File: src/dmem_pkg.sv
// Data memory controller package with FSM states and the pending write count
package dmem_pkg;

  //////////////////////////////
  // Controller FSM
  //////////////////////////////

  // Sparse encoding, READ sits on its own bit
  typedef enum logic [2:0] {
    IDLE     = 3'h0,
    WRITE    = 3'h1,
    WAIT4ACK = 3'h2,
    READ     = 3'h4
  } dmem_state_t;

  //////////////////////////////
  // Posted writes
  //////////////////////////////

  // Enough for the few writes that can be in flight at once
  localparam int PEND_W = 2;

  typedef logic [PEND_W-1:0] pend_cnt_t;

endpackage

File: src/dmem_wr_pending.sv
// Counter of posted writes still waiting for their bus write acknowledge
module dmem_wr_pending
  import dmem_pkg::*;
(
  input  logic      clk,
  input  logic      rstn,
  input  logic      wr_issue,
  input  logic      wr_done,
  output pend_cnt_t cnt
);

  //////////////////////////////
  // Count update
  //////////////////////////////

  // Issue and acknowledge in one cycle leave the count as is
  always_ff @(posedge clk or negedge rstn)
  begin
    if (!rstn)
      cnt <= '0;
    else if (wr_issue && !wr_done)
      cnt <= cnt + 1'b1;
    else if (wr_done && !wr_issue && cnt != '0)
      cnt <= cnt - 1'b1;
  end

  // More posted writes than the counter can track
  no_overflow_a: assert property (@(posedge clk) disable iff (!rstn)
    (wr_issue && !wr_done) |-> cnt != '1)
    else $error("pending write counter overflow");

endmodule

File: config.mk
export PLATFORM = sky130hd
export DESIGN_NAME = dmem_wr_pending
export DESIGN_NICKNAME = d
export VERILOG_FILES = /design/src/dmem_pkg.sv /design/src/dmem_wr_pending.sv
export SDC_FILE = /design/constraint.sdc
export NUM_CORES = 1
export LEC_CHECK = 0
export BUFFER_PORTS_ARGS = -buffer_cell sky130_fd_sc_hd__buf_2
export CAP_MARGIN = 40
export CORE_AREA = 2 2 39 41
export CTS_BUF_LIST = sky130_fd_sc_hd__clkbuf_8
export DETAILED_ROUTE_END_ITERATION = 12
export DIE_AREA = 0 0 41 43
export SLEW_MARGIN = 5
export SYNTH_ARGS = -nofsm -noshare
export SYNTH_HDL_FRONTEND = slang
export SYNTH_SLANG_ARGS = --single-unit
File: constraint.sdc
create_clock -name clk -period 2.2 [get_ports clk]
set_input_delay 0.44 -clock clk [delete_from_list [all_inputs] [get_ports clk]]
set_output_delay 0.44 -clock clk [all_outputs]
set_load 0.01 [all_outputs]
==> flow_metrics.env <==
export IMPL_status="completed"
export IMPL_cp_slowest_cell="dfrtp_1"
export IMPL_drcViolationCount=0
export IMPL_synth_top_family_by_area="simple AND/OR/NAND/NOR gates"
export IMPL_detail_route_antenna_nets=0
export IMPL_die_w_um=41
export IMPL_dp_cells=33
export IMPL_yosysTopAreaCellShare=0.449
export IMPL_fin_util=0.143
export IMPL_synth_largest_area_cell="dfrtp_1"
export IMPL_synth_xor_area_frac=0
export IMPL_synth_area_per_cell_um2=9.28
export IMPL_synthCells=12
export IMPL_root_buffer="clkbuf_8"
export IMPL_vias=107
export IMPL_p_leak_nw=0.0896
export IMPL_largest_reg_flops=2
export IMPL_crit_buf_inv=1
export IMPL_rows=14
export IMPL_largestRegisters="cnt: 2 flops"
export IMPL_path_cells="buf_2"
export IMPL_grt_antenna_before_repair=0
export IMPL_diodes=0
export IMPL_max_slew_margin=0.833
export IMPL_finalHoldViolations=0
export IMPL_gp_congestion=0.510
export IMPL_fin_setup_tns_ps=0
export IMPL_cpPeakStageDelay_ps=410
export IMPL_initial_core_util=0.0805
export IMPL_power_per_cell_area_nw_per_um2=1390
export IMPL_area_delta_synth_final_pct=77.5
export IMPL_grt_total_usage=0.0472
export IMPL_crit_required_ps=1760
export IMPL_hp_class="input pin to asynchronous set/reset pin"
export IMPL_cts_buffers=3
export IMPL_postCtsHoldBufs=0
export IMPL_cts_tree="yes"
export IMPL_synth_compound_area_share=0.157
export IMPL_grt_pass1_vias=111
export IMPL_core_area_um2=1380
export IMPL_maxCapViolCount=0
export IMPL_die_area_um2=1760
export IMPL_synth_seq_cells=2
export IMPL_final_common_cell="buf_2"
export IMPL_grt_ovfl_total=0
export IMPL_synthAdderAreaFrac=0
export IMPL_cts_repair_resize_count=0
export IMPL_worstPathMaxFanout=5
export IMPL_synth_area_um2=111
export IMPL_fin_crit_sh=0.550
export IMPL_fin_skew_ps=2.75
export IMPL_timing_critical_path_from="cnt[1]"
export IMPL_port_buffers=5
export IMPL_die_y_um=43
export IMPL_critPathArrivalTime_ps=770
export IMPL_worst_setup_path_type="flip-flop to primary output"
export IMPL_mostFrequentLayoutCells="buf_2, clkbuf_8, a21oi_1, dfrtp_1"
export IMPL_ys_seq_area_frac=0.449
export IMPL_slew_viol_final=0
export IMPL_fin_ws_ps=990
export IMPL_yosys_top_cells_area="dfrtp_1, a21oi_1, mux2i_1, a211oi_1, and2b_1"
export IMPL_end_kind="primary output"
export IMPL_cts_sinks=2
export IMPL_dpl_worst_slack_ps=1040
export IMPL_wirelength_um=261
export IMPL_worstSkewPairLatency_ps=210
export IMPL_rsz0062_at_grt="false"
export IMPL_htreeDepth=1
export IMPL_final_layout_size_suffix_gt1_frac=0.400
export IMPL_cts_buffer_depth=2
export IMPL_dr_pass1_iters=4
export IMPL_critPathLaunchType="flip-flop"
export IMPL_yosys_area_share_simple=0.303
export IMPL_tightest_slew_ps=250
export IMPL_vias_per_cell=2.97
export IMPL_post_cts_buffers=0
export IMPL_synthMuxAreaShare=0.0899
export IMPL_drtIter0Drc=5
export IMPL_final_setup_viol_count=0
export IMPL_synth_distinct_cells=10
export IMPL_syn_nets=16
export IMPL_r2r_start="cnt[1]"
export IMPL_clkTransAtPathRegs_ps=30
export IMPL_total_power_w=0.000275
export IMPL_cp_top_family="flip-flops"
export IMPL_max_freq_ghz=0.827
export IMPL_nets=26
export IMPL_post_route_min_period_ps=1210
export IMPL_io_pins=6
export IMPL_wl_per_cell_um=7.25
export IMPL_grt_pass1_wl_um=455
export IMPL_yosysWarnings=0
export IMPL_grt_max_degree=6
export IMPL_peakVddDrop_v=0.000342
export IMPL_largest_register="cnt"
export IMPL_final_cells=36
==> final cells by class <==
| type | count | area (um^2) |
|---|---|---|
| repair buffers | 5 | 25.0 |
| well taps | 16 | 20.0 |
| multi-input cells | 10 | 61.3 |
| fillers | 155 | 1190 |
| clock buffers | 3 | 41.3 |
| flip-flops and latches | 2 | 50.0 |
==> logic make-up after synthesis <==
logic type,count (synthesis)
simple gates,6
compound gates,3
flops,2
mux,1
==> synthesized netlist by cell type (all sizes together) <==
| library cell | instances |
|---|---|
| a211oi | 1 |
| a21oi | 2 |
| and2b | 1 |
| dfrtp | 2 |
| mux2i | 1 |
| nand2 | 1 |
| nand2b | 1 |
| nor2 | 1 |
| nor2b | 1 |
| or2 | 1 |
==> metal layers <==
metal | GRT usage | wire length (um)
met5 | 0 | 0
met4 | 0.0600 | 0
met3 | 0.0471 | 25
met2 | 0.0375 | 76
met1 | 0.0548 | 160
==> metrics by stage <==
step	hold slack [ps]	instance area (um^2)
after floorplan	144	111
after global placement	227	156
after detailed placement	228	156
after CTS	7.61	198
after global routing	5.15	198
final	11.0	198
==> report_power, final <==
part	switching [W]	internal, W	leakage, nW	total, W
combinational	0.0000300	0.0000287	0.0435	0.0000587
sequential	0.0000210	0.0000540	0.0246	0.0000750
clock	0.0000255	0.000115	0.0216	0.000141
==> path summary, 6_finish.rpt <==
check	endpoint	slack [ps]	cells past startpoint
min reg2reg	cnt[0]	520	1
max in group asynchronous	cnt[1]	2090	1
min	cnt[0]	10	1
max reg2reg	cnt[0]	1380	2
max	cnt[1]	990	1
min in group clk	cnt[0]	520	1
(Power assumes the default switching activity.)
