$ cat src/biu_pkg.sv
// BIU package with bus transfer types and the slave memory map
package biu_pkg;

  //////////////////////////////
  // Bus widths
  //////////////////////////////

  localparam int XLEN   = 32;
  // Address MSB set marks the non-cacheable IO region
  localparam int ADDR_W = 32;

  typedef logic [ADDR_W-1:0] addr_t;
  typedef logic [XLEN-1:0]   data_t;
  typedef logic [XLEN/8-1:0] be_t;
  typedef logic [1:0]        prv_t;

  // User privilege level
  localparam prv_t PRV_U = 2'd0;

  //////////////////////////////
  // Slave memory map
  //////////////////////////////

  localparam int RAM_WORDS   = 256;
  localparam int RAM_AW      = $clog2(RAM_WORDS);
  localparam int IO_REGS     = 4;
  localparam int IO_AW       = $clog2(IO_REGS);
  // IO read latency counted from bus acceptance
  localparam int IO_RD_DELAY = 3;
  localparam int IO_CNT_W    = $clog2(IO_RD_DELAY + 1);

  typedef logic [IO_CNT_W-1:0] io_cnt_t;

endpackage

$ cat src/dmem_req_if.sv
// Load/store request bundle between the CPU port, the request holder and the controller
interface dmem_req_if
  import biu_pkg::*;
();

  // Strobe for one access, a single-cycle pulse
  logic  req;
  // Store when set, load otherwise
  logic  we;
  addr_t adr;
  // Store data
  data_t d;
  be_t   be;

  // Request holder sees the full live request
  modport holder (
    input req,
    input we,
    input adr,
    input d,
    input be
  );

  // Controller only needs the live strobe
  modport ctrl (
    input req
  );

endinterface

$ cat src/dmem_req_hold.sv
// Request holder that keeps an unaccepted access and muxes held or live fields onto the bus
module dmem_req_hold
  import biu_pkg::*;
(
  input  logic              clk,
  input  logic              rstn,
  dmem_req_if.holder        req_if,
  input  logic              biu_stb_ack,
  output logic              hold_req,
  output addr_t             adr,
  output data_t             di,
  output logic              we,
  output be_t               be
);

  logic  hold_we;
  addr_t hold_adr;
  data_t hold_d;
  be_t   hold_be;

  // Snapshot every new request
  always_ff @(posedge clk)
  begin
    if (req_if.req)
    begin
      hold_we  <= req_if.we;
      hold_adr <= req_if.adr;
      hold_d   <= req_if.d;
      hold_be  <= req_if.be;
    end
  end

  // Pending until the slave takes it
  always_ff @(posedge clk or negedge rstn)
  begin
    if (!rstn)
      hold_req <= 1'b0;
    else
      hold_req <= (req_if.req | hold_req) & ~biu_stb_ack;
  end

  // Live fields pass straight through on the request cycle
  assign adr = hold_req ? hold_adr : req_if.adr;
  assign di  = hold_req ? hold_d   : req_if.d;
  assign we  = hold_req ? hold_we  : req_if.we;
  assign be  = hold_req ? hold_be  : req_if.be;

  // CPU waits for mem_ack, so a held access is never overrun
  no_req_while_held_a: assert property (@(posedge clk) disable iff (!rstn)
    req_if.req |-> !hold_req)
    else $error("new request while previous one still held");

endmodule

$ cat src/flat_wrapper.sv
// flat-port wrapper written by rule: the top's interface ports become plain ports
module dmem_req_hold_flat import biu_pkg::*;
  (clk, rstn, biu_stb_ack, hold_req, adr, di, we, be, req_if_req, req_if_we, req_if_adr, req_if_d, req_if_be);
  dmem_req_if req_if_i ();
  input  logic clk;
  input  logic rstn;
  input  logic biu_stb_ack;
  output logic hold_req;
  output addr_t adr;
  output data_t di;
  output logic we;
  output be_t be;
  input wire logic [$bits(req_if_i.req)-1:0] req_if_req;
  input wire logic [$bits(req_if_i.we)-1:0] req_if_we;
  input wire logic [$bits(req_if_i.adr)-1:0] req_if_adr;
  input wire logic [$bits(req_if_i.d)-1:0] req_if_d;
  input wire logic [$bits(req_if_i.be)-1:0] req_if_be;
  assign req_if_i.req = req_if_req;
  assign req_if_i.we = req_if_we;
  assign req_if_i.adr = req_if_adr;
  assign req_if_i.d = req_if_d;
  assign req_if_i.be = req_if_be;
  dmem_req_hold u_core (.clk(clk), .rstn(rstn), .req_if(req_if_i), .biu_stb_ack(biu_stb_ack), .hold_req(hold_req), .adr(adr), .di(di), .we(we), .be(be));
endmodule
$ cat config.mk
export PLATFORM = sky130hd
export DESIGN_NAME = dmem_req_hold_flat
export DESIGN_NICKNAME = d
export VERILOG_FILES = /design/src/biu_pkg.sv /design/src/dmem_req_if.sv /design/src/dmem_req_hold.sv /design/src/flat_wrapper.sv
export SDC_FILE = /design/constraint.sdc
export NUM_CORES = 1
export LEC_CHECK = 0
export BUFFER_PORTS_ARGS = -buffer_cell sky130_fd_sc_hd__buf_2
export CAP_MARGIN = 20
export CORE_MARGIN = 1
export CORE_UTILIZATION = 35
export CTS_BUF_LIST = sky130_fd_sc_hd__clkbuf_4
export CTS_CLUSTER_DIAMETER = 200
export DETAILED_ROUTE_END_ITERATION = 7
export SYNTH_ARGS = -nofsm -noshare
export SYNTH_HDL_FRONTEND = slang
export SYNTH_SLANG_ARGS = --single-unit
$ cat constraint.sdc
create_clock -name clk -period 0.9 [get_ports clk]
set_input_delay 0.09 -clock clk [delete_from_list [all_inputs] [get_ports clk]]
set_output_delay 0.09 -clock clk [all_outputs]
set_load 0.005 [all_outputs]
==> impl_results.md <==
- IO Port Bufs: 142
- Syn Area/Cell: 22.26 um^2
- Min-Delay Path Class: in -> reg
- Clock tree buffer depth: 2
- Clock Skew: 0 ns
- F_max: 600.1 MHz
- Post-Place Setup Slack: -0.3360 ns
- Net Sw Frac: 23.05%
- Reg2reg start: u_core.hold_req
- First DRT Iteration DRCs: 69
- Slowest stage cell, crit path: dfrtp_4
- Post-layout util: 58.00%
- Non-Filler Instances: 484
- Critical Path Max Stage Delay: 0.53 ns
- First-pass DRT Iterations: 4
- GPL Wtd Cong: 0.6524
- Combinational Power Share: 25.9%
- Initial antenna violation count: 0
- Buf+Inv Stages, Crit Path: 2
- H-tree depth: 3
- Number of CTS-inserted buffers: 9
- Fillers: 771
- Number of synthesized flops with an enable pin: 69
- Crit path DAT: 1.58 ns
- Mapped cell area: 3294 um^2
- R2R cell count: 2
- Main flop type after synthesis: edfxtp_1
- Initial Utilization: 35.82%
- Crit-path cells: buf_12 > mux2_4 > buf_6
- Largest net degree at the start of global routing: 36
- HPWL Detailed: 4.452 mm
- Sequential share of power: 53.0%
- Ys Warns: 0
- Hold path depth: 2
- Min Tclk post-route: 1.666 ns
- Worst Hold Endpoint: u_core.hold_be[1]
- Clock Pin Slew Worst Setup and Hold Paths: 0.10 ns
- Post-DRT Antenna Nets: 0
- Final hold violation count: 0
- P_int: 5726 uW
- Number of core rows: 35
- Routed length per placed instance: 15.12 um
- Die Footprint: 9805 um^2
- Synth area leaders: edfxtp_1 (63%), mux2_4 (31%), buf_12 (4.3%)
- Register area share after synthesis: 63.65%
- Final WL: 7.318 mm
- Critical Path Fanout Max: 24
- Post-synthesis cell type count: 6
- # IOs: 143
- GR Overflow Total: 0
- Stages on worst setup path: 3
- Critical R2R Capture: u_core.hold_req
- Setup violations, final: 71
- PwrDens: 1395 nW/um^2
- Flops & latches, synth: 70
- Setup_tns: -52.50 ns
- Top-area cell type share of the netlist area: 62.89%
- Critical Path Start Type: flip-flop
- Status: finished, violations left
- Antenna diodes: 0
- Cells after DPL: 398
- Failing checks: setup timing
- Final net count: 443
- Async S/R FF share, synth: 1.429%
- Width of the die: 99.02 um
- Syn Nets: 221
- Worst EP required: 0.81 ns
- Hold path start: req_if_req
- Residual DRC: 0
- Clock Tree Root: clkbuf_4
- Max-capacitance violation count: 0
- Overall routing resource usage: 15.50%
- Final Max Slew Viols: 0
- Clk network pwr share: 21.2%
- CTS tree: done
- CTS Sinks: 70
- Die extent in y: 99.02 um
- Pleak: 0.002327 uW
- Top Family by Delay on Critical Path: flip-flops
- Worst setup path class: reg -> out
- VDD IR max: 0.8124 mV
- P&R area growth vs syn: 61.91%
- Worst Tran Pin Value: 0.2023 ns
- Reg2Reg Setup Slack: -0.12 ns
- Syn Inst Count: 148
- Vias in the first global route: 2290
- DR vias/cell: 4.442
- Fraction of layout cells with a size suffix above 1: 61.39%
- Final worst-path cycle share: 185.2%
- Clock latency on the worst-skew pair: 0.40 ns
- Synth top cells by count: edfxtp_1 (69), mux2_4 (69), buf_12 (7)
- Area leader, netlist: edfxtp_1
- CP endpoint kind: output port
- First-pass GRT wire length: 11.49 mm
- Rel. slew slack: 86.51%
- Routed vias: 2150
- Core region area: 9196 um^2
- RSZ-0062 raised after global routing: true
- P_sw: 1715 uW
- Final setup margin: -0.7664 ns
- Power Total: 7441 uW
==> logic make-up after synthesis <==
family | after synthesis | synth area share [%]
compound gates | 1 | 0.3038
buf+inv | 8 | 4.595
flops | 70 | 63.65
mux | 69 | 31.45
==> what timing repair did <==
item                                    4_1_cts  5_1_grt
setup buffers                                 0        0
hold buffers                                 72        0
endpoints found under the setup margin       71       71
cloned                                        0        0
resized for setup                            49       18
hold endpoints to repair                     71        0
==> stage by stage <==
stage / area, um^2 / hold slack (ns)
finish: 5334 / 0.1977
global route: 5334 / 0.1733
CTS: 5221 / 0.1742
detailed placement: 4103 / -0.1340
global placement: 4103 / -0.1321
floorplan: 3301 / -0.2056
==> power groups by stage <==
stage | clock network [uW] | registers, uW | logic [uW]
after floorplan | 0 | 3990 | 759
after global placement | 0 | 4000 | 1290
after detailed placement | 0 | 4020 | 1300
after CTS | 1650 | 3940 | 1830
after global routing | 1780 | 3970 | 2050
final | 1580 | 3940 | 1920
==> final cells by class <==
| class | count | area (um^2) | area share, % |
|---|---|---|---|
| flip-flops and latches | 70 | 2101 | 39.39 |
| multi-input cells | 70 | 1052 | 19.73 |
| well taps | 111 | 138.9 | 2.604 |
| clock inverters | 4 | 16.27 | 0.3049 |
| repair buffers | 219 | 1951 | 36.57 |
| clock buffers | 10 | 75.07 | 1.407 |
==> worst max path at each step <==
stage,from,to
detailed placement,u_core.hold_req,adr[27]
global route,u_core.hold_req,adr[1]
finish,u_core.hold_req,adr[27]
floorplan,u_core.hold_req,adr[0]
global placement,u_core.hold_req,adr[27]
CTS,u_core.hold_req,adr[27]
==> flip-flops by register name, indices dropped and copies added, names as in the netlist <==
name,flops
u_core.hold_adr,32
u_core.hold_req,1
u_core.hold_we,1
u_core.hold_be,4
u_core.hold_d,32
==> placed cells by master, fill, tap and decap left out <==
cell           synthesis  layout
buf_2                  0      75
dlygate4sd3_1          0      72
mux2_4                69      69
edfxtp_1              69      69
buf_6                  1      67
clkbuf_4               0      10
buf_12                 7       5
clkinv_1               0       3
o21ba_4                0       1
clkinv_2               0       1
dfrtp_4                0       1
==> metal layers <==
layer,vias to the layer above,wire length (um),global-route usage [%]
met1,1044,2976,17.59
met5,-,0,0
met2,64,3902,27.22
met3,15,242,3.191
li1,1027,-,-
met4,0,195,8.611
Power figures use the tool's default switching activity.
