File: src/biu_pkg.sv
// BIU package with bus transfer types and the slave memory map
package biu_pkg;

  //////////////////////////////
  // Bus widths
  //////////////////////////////

  localparam int XLEN   = 32;
  // Address MSB set marks the non-cacheable IO region
  localparam int ADDR_W = 32;

  typedef logic [ADDR_W-1:0] addr_t;
  typedef logic [XLEN-1:0]   data_t;
  typedef logic [XLEN/8-1:0] be_t;
  typedef logic [1:0]        prv_t;

  // User privilege level
  localparam prv_t PRV_U = 2'd0;

  //////////////////////////////
  // Slave memory map
  //////////////////////////////

  localparam int RAM_WORDS   = 256;
  localparam int RAM_AW      = $clog2(RAM_WORDS);
  localparam int IO_REGS     = 4;
  localparam int IO_AW       = $clog2(IO_REGS);
  // IO read latency counted from bus acceptance
  localparam int IO_RD_DELAY = 3;
  localparam int IO_CNT_W    = $clog2(IO_RD_DELAY + 1);

  typedef logic [IO_CNT_W-1:0] io_cnt_t;

endpackage

File: src/dmem_pkg.sv
// Data memory controller package with FSM states and the pending write count
package dmem_pkg;

  //////////////////////////////
  // Controller FSM
  //////////////////////////////

  // Sparse encoding, READ sits on its own bit
  typedef enum logic [2:0] {
    IDLE     = 3'h0,
    WRITE    = 3'h1,
    WAIT4ACK = 3'h2,
    READ     = 3'h4
  } dmem_state_t;

  //////////////////////////////
  // Posted writes
  //////////////////////////////

  // Enough for the few writes that can be in flight at once
  localparam int PEND_W = 2;

  typedef logic [PEND_W-1:0] pend_cnt_t;

endpackage

File: src/dmem_req_if.sv
// Load/store request bundle between the CPU port, the request holder and the controller
interface dmem_req_if
  import biu_pkg::*;
();

  // Strobe for one access, a single-cycle pulse
  logic  req;
  // Store when set, load otherwise
  logic  we;
  addr_t adr;
  // Store data
  data_t d;
  be_t   be;

  // Request holder sees the full live request
  modport holder (
    input req,
    input we,
    input adr,
    input d,
    input be
  );

  // Controller only needs the live strobe
  modport ctrl (
    input req
  );

endinterface

File: src/dmem_nocache_ctrl.sv
// No-cache data memory controller FSM issuing bus strobes and returning CPU acks and load data
module dmem_nocache_ctrl
  import biu_pkg::*, dmem_pkg::*;
(
  input  logic        clk,
  input  logic        rstn,
  dmem_req_if.ctrl    req_if,
  input  logic        hold_req,
  input  logic        sel_we,
  input  logic        biu_stb_ack,
  input  logic        biu_wack,
  input  logic        biu_rack,
  input  data_t       biu_do,
  input  pend_cnt_t   pend_cnt,
  output logic        biu_stb,
  output logic        wr_issue,
  output data_t       mem_q,
  output logic        mem_ack
);

  dmem_state_t state;
  logic        req_any;
  logic        wr_drained;
  logic        accept;

  //////////////////////////////
  // Request decode
  //////////////////////////////

  // Live pulse or an access parked in the holder
  assign req_any = req_if.req | hold_req;

  // No posted write left once this cycle's wack is counted
  assign wr_drained = (pend_cnt == '0) |
                      ((pend_cnt == pend_cnt_t'(1)) & biu_wack);

  //////////////////////////////
  // Bus strobe
  //////////////////////////////

  always_comb
  begin
    case (state)
      IDLE:
        biu_stb = req_any;
      // Loads hold back until every posted store is acknowledged
      WRITE, WAIT4ACK:
        biu_stb = req_any & (sel_we | wr_drained);
      // Loads block, nothing new can arrive here
      default:
        biu_stb = 1'b0;
    endcase
  end

  assign accept   = biu_stb & biu_stb_ack;
  assign wr_issue = accept & sel_we;

  //////////////////////////////
  // State machine
  //////////////////////////////

  always_ff @(posedge clk or negedge rstn)
  begin
    if (!rstn)
    begin
      state   <= IDLE;
      mem_ack <= 1'b0;
    end
    else
    begin
      // Stores ack on acceptance, loads on returning data
      mem_ack <= wr_issue | biu_rack;

      case (state)
        IDLE:
        begin
          if (accept)
            state <= sel_we ? WRITE : READ;
        end

        WRITE:
        begin
          if (accept)
            state <= sel_we ? WRITE : READ;
          else if (req_any && !sel_we)
            state <= WAIT4ACK;
          // Back to IDLE only with all stores done
          else if (!req_any && wr_drained)
            state <= IDLE;
        end

        // Load parked in holder until the last wack
        WAIT4ACK:
        begin
          if (accept)
            state <= READ;
        end

        READ:
        begin
          if (biu_rack)
            state <= IDLE;
        end

        default:
          state <= IDLE;
      endcase
    end
  end

  // Load data register
  always_ff @(posedge clk)
  begin
    if (state == READ && biu_rack)
      mem_q <= biu_do;
  end

  // Slave only answers a load that this FSM is waiting for
  rack_in_read_a: assert property (@(posedge clk) disable iff (!rstn)
    biu_rack |-> state == READ)
    else $error("biu_rack received outside READ state");

endmodule

File: src/flat_wrapper.sv
// flat-port wrapper written by rule: the top's interface ports become plain ports
module dmem_nocache_ctrl_flat import biu_pkg::*, dmem_pkg::*;
  (clk, rstn, hold_req, sel_we, biu_stb_ack, biu_wack, biu_rack, biu_do, pend_cnt, biu_stb, wr_issue, mem_q, mem_ack, req_if_req);
  dmem_req_if req_if_i ();
  input  logic clk;
  input  logic rstn;
  input  logic hold_req;
  input  logic sel_we;
  input  logic biu_stb_ack;
  input  logic biu_wack;
  input  logic biu_rack;
  input  data_t biu_do;
  input  pend_cnt_t pend_cnt;
  output logic biu_stb;
  output logic wr_issue;
  output data_t mem_q;
  output logic mem_ack;
  input wire logic [$bits(req_if_i.req)-1:0] req_if_req;
  assign req_if_i.req = req_if_req;
  dmem_nocache_ctrl u_core (.clk(clk), .rstn(rstn), .req_if(req_if_i), .hold_req(hold_req), .sel_we(sel_we), .biu_stb_ack(biu_stb_ack), .biu_wack(biu_wack), .biu_rack(biu_rack), .biu_do(biu_do), .pend_cnt(pend_cnt), .biu_stb(biu_stb), .wr_issue(wr_issue), .mem_q(mem_q), .mem_ack(mem_ack));
endmodule
File: config.mk
export PLATFORM = sky130hd
export DESIGN_NAME = dmem_nocache_ctrl_flat
export DESIGN_NICKNAME = d
export VERILOG_FILES = /design/src/biu_pkg.sv /design/src/dmem_pkg.sv /design/src/dmem_req_if.sv /design/src/dmem_nocache_ctrl.sv /design/src/flat_wrapper.sv
export SDC_FILE = /design/constraint.sdc
export NUM_CORES = 1
export LEC_CHECK = 0
export BUFFER_PORTS_ARGS = -buffer_cell sky130_fd_sc_hd__buf_4
export CORE_ASPECT_RATIO = 0.75
export CORE_MARGIN = 2
export CORE_UTILIZATION = 41
export CTS_CLUSTER_SIZE = 20
export DETAILED_ROUTE_END_ITERATION = 12
export GPL_ROUTABILITY_DRIVEN = 0
export HOLD_SLACK_MARGIN = 0.06
export PLACE_DENSITY = 0.8
export SLEW_MARGIN = 30
export SYNTH_ARGS = -nofsm -noshare
export SYNTH_HDL_FRONTEND = slang
export SYNTH_SLANG_ARGS = --single-unit
File: constraint.sdc
create_clock -name clk -period 1.74 [get_ports clk]
set_clock_uncertainty 0.1 [all_clocks]
set_input_delay 0.174 -clock clk [delete_from_list [all_inputs] [get_ports clk]]
set_output_delay 0.174 -clock clk [all_outputs]
set_load 0.01 [all_outputs]
==> run metrics, run 1 <==
HP Class in -> async; Main synth FF type edfxtp_1; first-pass GRT wire length 5382 microns; register area 1061 sq um; largest net degree at the start of global routing 33; Reg clk slew, reported paths 0.07 ns; vias 1037; top post-synthesis cells by area edfxtp_1, dfrtp_1, o21ba_4; routed wire length per instance 17.53 microns; Slew headroom 74.21%; Initial Util 42.77%; unrepaired setup endpoints after global routing no; Avg Vias per Cell 4.779; Unique masters post-synth 22; post-synth top area share 77.11%; Post-synth EDFFs 32; Nets 220; CP Cell Sequence o21ba_4 -> nand4_1 -> inv_1 -> buf_4; Flop pwr share 51.7%; antenna cells 0; Die ar. 3501 sq um; post-synthesis sequential area ratio 85.14%; Routed WL 3803 microns; Sw Ratio 25.80%; clock latency on the worst-skew pair 0.28 ns; Non-Filler Instances 217; Fin Setup TNS 0 ns; final hold vios 0; # rows 17; CP Data Required Time 1.47 ns; crit path max-delay cell type dfrtp_1; number of synthesized register bits 36; Post-Place Cells 175; Synth async-reset ratio 11.11%; Power Dens Cells 967.3 nW/um^2; final antenna-violating net count 0; Leakage 0.0009821 uW; synthesis warning total 0; worst endpoint data arrival time 1.36 ns; Detail Placement HPWL 1965 microns; Syn Inst Count 60; combinational power share 23.4%; Die Ht 51.75 microns; Slew Viols, Final 0; Max FO, Critical Path 6; crit start category flop; P&R area growth vs syn 84.94%; Die W 67.66 microns; Setup Fix Bufs, Post-CTS 0; Avg Inst Size Synth 20.77 sq um; total core area 2914 sq um; reg2reg start u_core.state[1]$_DFFE_PN0P_; antenna violations before repair 0; final worst path period share 93.90%; area of the multi-input gates 173.9 sq um; clk root buf clkbuf_8; r2r endpoint u_core.mem_q[19]$_DFFE_PP_; commonest non-fill, non-tap cells in the layout buf_4, dlygate4sd3_1, edfxtp_1, clkbuf_8, dfrtp_1; buffers and inverters on the worst path 2; drt initial violations 82; # IOs 77; Worst path top cell family by delay flip-flops; Port Buffer Count 76; Clock Sinks 36; endpoints failing setup 0; post-synth net total 102; CTS buffer count 5; Max Root-Sink Buffers 2; fin crit period 1.634 ns; worst reg2reg setup slack 0.25 ns; fillcell total 144; status finished clean; Worst VDD drop 740.2 uV; hold_ws 0.1251 ns; maxcap violations 0; Crit Path Category reg -> out; share of cells above drive strength 1 49.72%; Int Power 1654 uW; htree depth 2; fmax 0.6120 GHz; gr ovfl total 0; leading cell type in the layout, fill and taps excluded buf_4; top cell type by total area after synthesis edfxtp_1; # DRC 0; Clock power frac 25.0%; Worst-Margin Slew 0.3820 ns; mapped cell area 1246 sq um; P_sw 575.1 uW; critical path's largest stage delay 0.45 ns; vias in the first global route 1035; CTS tree built; FF-to-FF path depth 3; GRT Resource Usage Total 23.31%; First-pass DRT Iterations 4; CP Capture Type output port
## worst max-delay path by stage
stage,endpoint,startpoint,depth (start not counted)
after floorplan,u_core.mem_q[0]$_DFFE_PP_,u_core.state[1]$_DFFE_PN0P_,2
after global placement,u_core.mem_q[11]$_DFFE_PP_,u_core.state[1]$_DFFE_PN0P_,3
after detailed placement,u_core.mem_q[7]$_DFFE_PP_,u_core.state[1]$_DFFE_PN0P_,3
after CTS,wr_issue,u_core.state[2]$_DFFE_PN0P_,4
after global routing,wr_issue,u_core.state[2]$_DFFE_PN0P_,4
final,wr_issue,u_core.state[2]$_DFFE_PN0P_,4
## per-stage QoR
stage               setup WS [ns]  area, sq um  power [uW]  utilization [%]
floorplan                  0.1485         1246        1344                -
global placement           0.3237         1884        1587            64.66
detailed placement         0.2831         1884        1607            64.66
CTS                        0.1035         2305        2196            79.09
global route              0.01802         2305        2321            79.09
finish                     0.1061         2305        2229            79.09
## registers in the layout, indices dropped and copies added (netlist names)
register and flops:
u_core.mem_q 32, u_core.mem_ack 1, u_core.state 3
## area by class of cell
cell class | instances | share of cell area, %
clock buffer | 7 | 3.312
clock inverter | 1 | 0.1629
inverter | 3 | 0.4886
multi-input combinational | 21 | 7.546
sequential | 36 | 46.04
tap | 38 | 2.063
timing repair buffer | 111 | 40.39
## kinds of logic (layout without fill, tap and decap cells)
family,Yosys count,count (layout),synth area share [%]
simple gates,10,10,5.924
buf+inv,3,122,0.9036
compound gates,11,11,8.032
flops,36,36,85.14
## power by group through the flow
stage	registers [uW]	logic [uW]	clock network, uW
floorplan	1190	152	0
global placement	1150	435	0
detailed placement	1160	446	0
CTS	1140	509	544
global route	1160	557	602
finish	1150	521	557
## what timing repair did
action,CTS,global route
endpoints found under the hold margin,37,0
hold buffers,34,0
resized for setup,0,0
## per-layer routing
layer / part of all wire (%) / global-route usage (%) / vias up
li1: - / - / 480
met1: 43 / 29.62 / 487
met2: 47 / 38.56 / 65
met3: 9.6 / 7.576 / 5
met4: 0.82 / 6.122 / 0
met5: 0 / 0 / -
## cells in the mapped netlist, types with 2 or more instances
| cell | instances |
|---|---|
| a211oi_1 | 2 |
| and3_2 | 2 |
| dfrtp_1 | 4 |
| edfxtp_1 | 32 |
| inv_1 | 3 |
No activity file was read; power rests on OpenSTA's default activity.
==> inputs of run 2 (changes only) <==
ABC_AREA = 1   (was not set)
CAP_MARGIN = 10   (was not set)
CORE_UTILIZATION = 42   (was 41)
PLACE_DENSITY = 0.81   (was 0.8)
SLEW_MARGIN = 20   (was 30)
==> run metrics, run 2 <==
Final WS setup 0.05852 ns (-0.04762 ns); post-synth top area share 73.56% (-3.5 points); most common cell in the synthesized netlist edfxtp_1; GRT Resource Usage Total 23.18% (-0.14 points); status finished clean; Power Dens Cells 1034 nW/um^2 (+6.9%); Clock Sinks 36 (unchanged); commonest non-fill, non-tap cells in the layout buf_4, dlygate4sd3_1, edfxtp_1, nand2_1, inv_1; area of the multi-input gates 239.0 sq um (+37%); Worst-Margin Slew 0.3230 ns (-0.05903 ns); Initial Util 44.18% (+1.4 points); worst endpoint data arrival time 1.41 ns (+0.05 ns); synthesis warning total 0 (unchanged); hold depth 3; leading cell type in the layout, fill and taps excluded buf_4; worst reg2reg setup slack 0.22 ns (-0.03 ns); clk root buf clkbuf_8; Sw Ratio 30.64% (+4.8 points); number of synthesized register bits 36 (unchanged); endpoints failing setup 0 (unchanged); Int Power 1733 uW (+4.7%); register area 1064 sq um (+0.24%); routed wire length per instance 16.99 microns (-3.1%); Slew Viols, Final 0 (unchanged); Avg Vias per Cell 4.664 (-2.4%); largest net degree at the start of global routing 33 (unchanged); share of cells above drive strength 1 51.50% (+1.8 points); Reg clk slew, reported paths 0.07 ns (about the same); hold endpoint u_core.mem_ack$_DFF_PN0_; post-synth net total 122 (+20%); CTS buffer count 5 (unchanged); HP Class in -> reg; Detail Placement HPWL 2109 microns (+7.3%); top cell type by total area after synthesis edfxtp_1; mapped cell area 1306 sq um (+4.8%); Largest Register u_core.mem_q; CP Cell Sequence nor2_4 -> nand2_4 -> nand3_4 -> nand4_4 -> nor2_2 -> buf_4; top flop regs u_core.mem_q (32), u_core.state (3), u_core.mem_ack (1); Unique masters post-synth 23 (+4.5%); Nets 241 (+9.5%); drt initial violations 65 (-21%); crit start category flop; P_sw 765.3 uW (+33%); Port Buffer Count 76 (unchanged); Synth async-reset ratio 11.11% (unchanged); critical path's largest stage delay 0.45 ns (about the same); final hold vios 0 (unchanged); Main synth FF type edfxtp_1; First-pass DRT Iterations 4 (unchanged); combinational power share 30.9% (+7.5 points); Die Ht 52.30 microns (+1.1%); fin crit period 1.681 ns (+0.04762 ns); Routed WL 4043 microns (+6.3%); fillcell total 144 (unchanged); Syn Inst Count 80 (+33%); post-place setup slack 0.2977 ns (+0.01456 ns); Slew headroom 78.47% (+4.3 points); Avg Inst Size Synth 16.33 sq um (-21%); Flop pwr share 46.7% (-5.0 points); Worst VDD drop 516.0 uV (-30%); final antenna-violating net count 0 (unchanged); Die ar. 3577 sq um (+2.2%); unrepaired setup endpoints after global routing yes; # IOs 77 (unchanged); post-synthesis sequential area ratio 81.23% (-3.9 points); antenna cells 0 (unchanged); Synth top cells by count edfxtp_1, nand2_1, inv_1; Non-Filler Instances 238 (+9.7%); fmax 0.5947 GHz (-2.8%); buffers and inverters on the worst path 1 (-1); HP Start biu_stb_ack; vias in the first global route 1053 (+1.7%); Worst path top cell family by delay simple AND/OR/NAND/NOR gates; Crit Path Category reg -> out; antenna violations before repair 0 (unchanged); first-pass GRT wire length 5409 microns (+0.50%); Clock power frac 22.4% (-2.6 points); clock latency on the worst-skew pair 0.28 ns (about the same); FF-to-FF path depth 9 (+6); total core area 2957 sq um (+1.5%); Leakage 0.001038 uW (+5.7%); CP Capture Type output port; # rows 17 (unchanged); Post-synth EDFFs 32 (unchanged); Post-Place Cells 194 (+11%); top post-synthesis cells by area edfxtp_1, dfrtp_1, nand2_1; final worst path period share 96.64% (+2.7 points); r2r endpoint u_core.state[2]$_DFFE_PN0P_; htree depth 2 (unchanged); gr ovfl total 0 (unchanged); Die W 68.40 microns (+1.1%); P&R area growth vs syn 84.96% (about the same); CP Data Required Time 1.47 ns (about the same); reg2reg start u_core.state[1]$_DFFE_PN0P_; max reg flops 32 (unchanged); crit path max-delay cell type dfrtp_2; Max Root-Sink Buffers 2 (unchanged); CTS tree built; vias 1110 (+7.0%); maxcap violations 0 (unchanged); # DRC 0 (unchanged); Max FO, Critical Path 4 (-2)
-- run 2: repair_timing --
action,in CTS,in global routing
endpoints found under the setup margin,0,2
gates resized for setup,0,8
hold buffers,35,0
endpoints found under the hold margin,38,0
buffers inserted,0,1
-- run 2: power by group through the flow --
stage | registers (uW) | logic [uW] | clock network [uW]
6_report | 1170 | 772 | 560
5_1_grt | 1170 | 831 | 615
4_1_cts | 1150 | 689 | 540
3_5_place_dp | 1170 | 623 | 0
3_3_place_gp | 1160 | 612 | 0
2_1_floorplan | 1200 | 296 | 0
-- run 2: per-stage QoR --
step           utilization (%)  total power, uW  setup TNS [ns]  instance area [sq um]  hold WS [ns]
2_1_floorplan                -             1498               0                   1314       -0.2216
3_3_place_gp             65.64             1769               0                   1941       -0.1265
3_5_place_dp             65.64             1790               0                   1941       -0.1271
4_1_cts                  80.28             2378               0                   2374        0.1104
5_1_grt                  81.72             2621        -0.02255                   2416        0.1071
6_report                 81.72             2498               0                   2416        0.1142
-- run 2: cell families after synthesis --
| logic type | Yosys count | share of synthesized area (%) |
|---|---|---|
| AOI/OAI and AO/OA | 5 | 2.395 |
| buffers and inverters | 10 | 3.543 |
| DFF | 36 | 81.23 |
| and+or+nand+nor | 29 | 12.84 |
-- run 2: area by class of cell --
class / count / share of cell area [%]
repair buffers: 113 / 39.25
clock inverters: 3 / 0.5697
inverters: 9 / 1.450
flip-flops and latches: 36 / 44.02
clock buffers: 5 / 2.848
multi-input cells: 34 / 9.891
well taps: 38 / 1.968
-- run 2: routing by layer --
layer  track usage [%]  wire [microns]
met5                 0               0
met4             9.000              56
met3             9.462             418
met2             38.14            2019
met1             26.91            1548
-- run 2: worst max-delay path by stage --
stage | start | to | cells past startpoint
2_1_floorplan | u_core.state[1]$_DFFE_PN0P_ | u_core.mem_q[0]$_DFFE_PP_ | 3
3_3_place_gp | u_core.state[1]$_DFFE_PN0P_ | u_core.mem_q[23]$_DFFE_PP_ | 4
3_5_place_dp | u_core.state[1]$_DFFE_PN0P_ | u_core.mem_q[26]$_DFFE_PP_ | 4
4_1_cts | u_core.state[1]$_DFFE_PN0P_ | wr_issue | 6
5_1_grt | u_core.state[1]$_DFFE_PN0P_ | wr_issue | 6
6_report | u_core.state[1]$_DFFE_PN0P_ | wr_issue | 6
-- run 2: worst min-delay path: stages --
cell     delay (ns)
buf_4          0.13
nand4_4        0.10
o21ai_1        0.06
==> inputs of run 3 (changes only) <==
==> constraint.sdc (replaced) <==
create_clock -name clk -period 1.74 [get_ports clk]
set_clock_uncertainty 0.1 [all_clocks]
set_input_delay 0.087 -clock clk [delete_from_list [all_inputs] [get_ports clk]]
set_output_delay 0.087 -clock clk [all_outputs]
set_load 0.01 [all_outputs]
==> run metrics, run 3 (same netlist as run 2, synthesis figures left out) <==
Clock Sinks 36 (unchanged); Power Dens Cells 1024 nW/um^2 (-1.0%); Nets 242 (+0.41%); final worst path period share 93.15% (-3.5 points); Sw Ratio 28.58% (-2.1 points); Reg clk slew, reported paths 0.07 ns (about the same); crit path max-delay cell type dfrtp_1; fin crit period 1.621 ns (-0.06064 ns); Slew headroom 81.77% (+3.3 points); final antenna-violating net count 0 (unchanged); # DRC 0 (unchanged); worst endpoint data arrival time 1.43 ns (+0.02 ns); unrepaired setup endpoints after global routing no; Setup Fix Bufs, Post-CTS 0 (unchanged); clk root buf clkbuf_8; Clock power frac 24.1% (+1.7 points); CTS buffer count 5 (unchanged); Worst path top cell family by delay flip-flops; maxcap violations 0 (unchanged); P_sw 704.2 uW (-8.0%); htree depth 2 (unchanged); Slew Viols, Final 0 (unchanged); reg2reg start u_core.state[1]$_DFFE_PN0P_; Final WS setup 0.1192 ns (+0.06064 ns); GRT Resource Usage Total 21.29% (-1.9 points); commonest non-fill, non-tap cells in the layout buf_4, dlygate4sd3_1, edfxtp_1, nand2_1; Pwr Total 2464 uW (-1.4%); CP Data Required Time 1.55 ns (+0.08 ns); Die Ht 52.30 microns (unchanged); Die W 68.40 microns (unchanged); routed wire length per instance 15.08 microns (-11%); Detail Placement HPWL 2195 microns (+4.1%); fmax 0.6170 GHz (+3.7%); CP Cell Sequence a21oi_1 -> nand4_2 -> nor2_1 -> buf_4; Die ar. 3577 sq um (unchanged); Avg Vias per Cell 4.502 (-3.5%); top flop regs u_core.mem_q (32), u_core.state (3), u_core.mem_ack (1); Crit Path Category reg -> out; antenna cells 0 (unchanged); clock latency on the worst-skew pair 0.28 ns (about the same); Max FO, Critical Path 4 (unchanged); Port Buffer Count 76 (unchanged); final hold vios 0 (unchanged); Leakage 0.001040 uW (+0.18%); Worst VDD drop 565.9 uV (+9.7%); HP Start pend_cnt[1]; combinational power share 29.0% (-1.9 points); endpoints failing setup 0 (unchanged); hold_ws 0.2414 ns (+0.1272 ns); fillcell total 142 (-1.4%); P&R area growth vs syn 84.29%; crit start category flop; leading cell type in the layout, fill and taps excluded buf_4; post-route cell area 2407 sq um (-0.36%); # IOs 77 (unchanged); Largest Register u_core.mem_q; Flop pwr share 46.9% (+0.2 points); HP Class in -> reg; gr ovfl total 0 (unchanged); CTS tree built; Max Root-Sink Buffers 2 (unchanged); antenna violations before repair 0 (unchanged); # rows 17 (unchanged); Int Power 1760 uW (+1.6%); CP Capture Type output port; status finished clean; total core area 2957 sq um (unchanged); Placed Area 1941 sq um (unchanged); Worst-Margin Slew 0.2735 ns (-0.04950 ns); share of cells above drive strength 1 48.76% (-2.7 points); vias in the first global route 1053 (unchanged); Fin Setup TNS 0 ns (unchanged); Initial Util 44.18% (unchanged); post-place setup slack 0.2276 ns (-0.07012 ns); drt initial violations 37 (-43%); buffers and inverters on the worst path 1 (unchanged); first-pass GRT wire length 5037 microns (-6.9%); max reg flops 32 (unchanged); largest net degree at the start of global routing 29 (-12%); First-pass DRT Iterations 4 (unchanged); CP Launch Point u_core.state[0]$_DFFE_PN0P_; vias 1076 (-3.1%); critical path's largest stage delay 0.44 ns (about the same); Routed WL 3605 microns (-11%)
[run 3: changes by cell type in the layout (fill, tap and decap cells not counted), sizes merged]
| cell | change |
|---|---|
| clkbuf | +3 |
| dlygate4sd3 | +2 |
| buf | -1 |
| clkinv | -3 |
[run 3: routing by layer]
| layer | vias up | GRT usage [%] | part of all wire [%] |
|---|---|---|---|
| met5 | - | 0 | 0 |
| met4 | 0 | 9.000 | 1.1 |
| met3 | 4 | 8.172 | 9.7 |
| met2 | 56 | 36.70 | 50 |
| met1 | 499 | 23.27 | 39 |
| li1 | 517 | - | - |
[run 3: final timing paths]
check	to	slack, ns	depth (start not counted)
setup reg to reg	u_core.mem_q[11]$_DFFE_PP_	0.20	4
max in group asynchronous	u_core.state[1]$_DFFE_PN0P_	0.75	3
setup / recovery	wr_issue	0.12	4
hold reg to reg	u_core.state[0]$_DFFE_PN0P_	0.52	2
min in group asynchronous	u_core.state[2]$_DFFE_PN0P_	0.60	3
hold / removal	u_core.mem_ack$_DFF_PN0_	0.24	6
[run 3: timing repair]
item / CTS / global route
endpoints found under the hold margin: 39 / 0
resized for setup: 0 / 2
hold buffers: 37 / 0
endpoints found under the setup margin: 0 / 1
[run 3: per-stage QoR]
step	cells	utilization [%]
6_report	239	81.42
5_1_grt	239	81.42
4_1_cts	239	81.21
3_5_place_dp	194	65.64
3_3_place_gp	194	65.64
2_1_floorplan	80	-
[run 3: area by class of cell]
| type | instances | area (sq um) | area share (%) |
|---|---|---|---|
| inverter | 9 | 35.03 | 1.455 |
| sequential | 36 | 1062 | 44.13 |
| tap | 38 | 47.55 | 1.975 |
| clock buffer | 8 | 90.09 | 3.742 |
| timing repair buffer | 114 | 960.9 | 39.92 |
| multi-input combinational | 34 | 211.5 | 8.784 |
[run 3: tightest hold or removal path, cell delays in order]
cell and delay (ns):
buf_4 0.08, inv_1 0.03, nand2_1 0.11, nand3_2 0.10, nand4_2 0.11, o21ai_1 0.07
[run 3: power by group through the flow]
stage / Sequential (uW) / Clock (uW) / Combinational (uW)
after floorplan: 1200 / 0 / 296
after global placement: 1160 / 0 / 612
after detailed placement: 1160 / 0 / 636
after CTS: 1140 / 594 / 705
after global routing: 1170 / 639 / 770
final: 1160 / 593 / 714
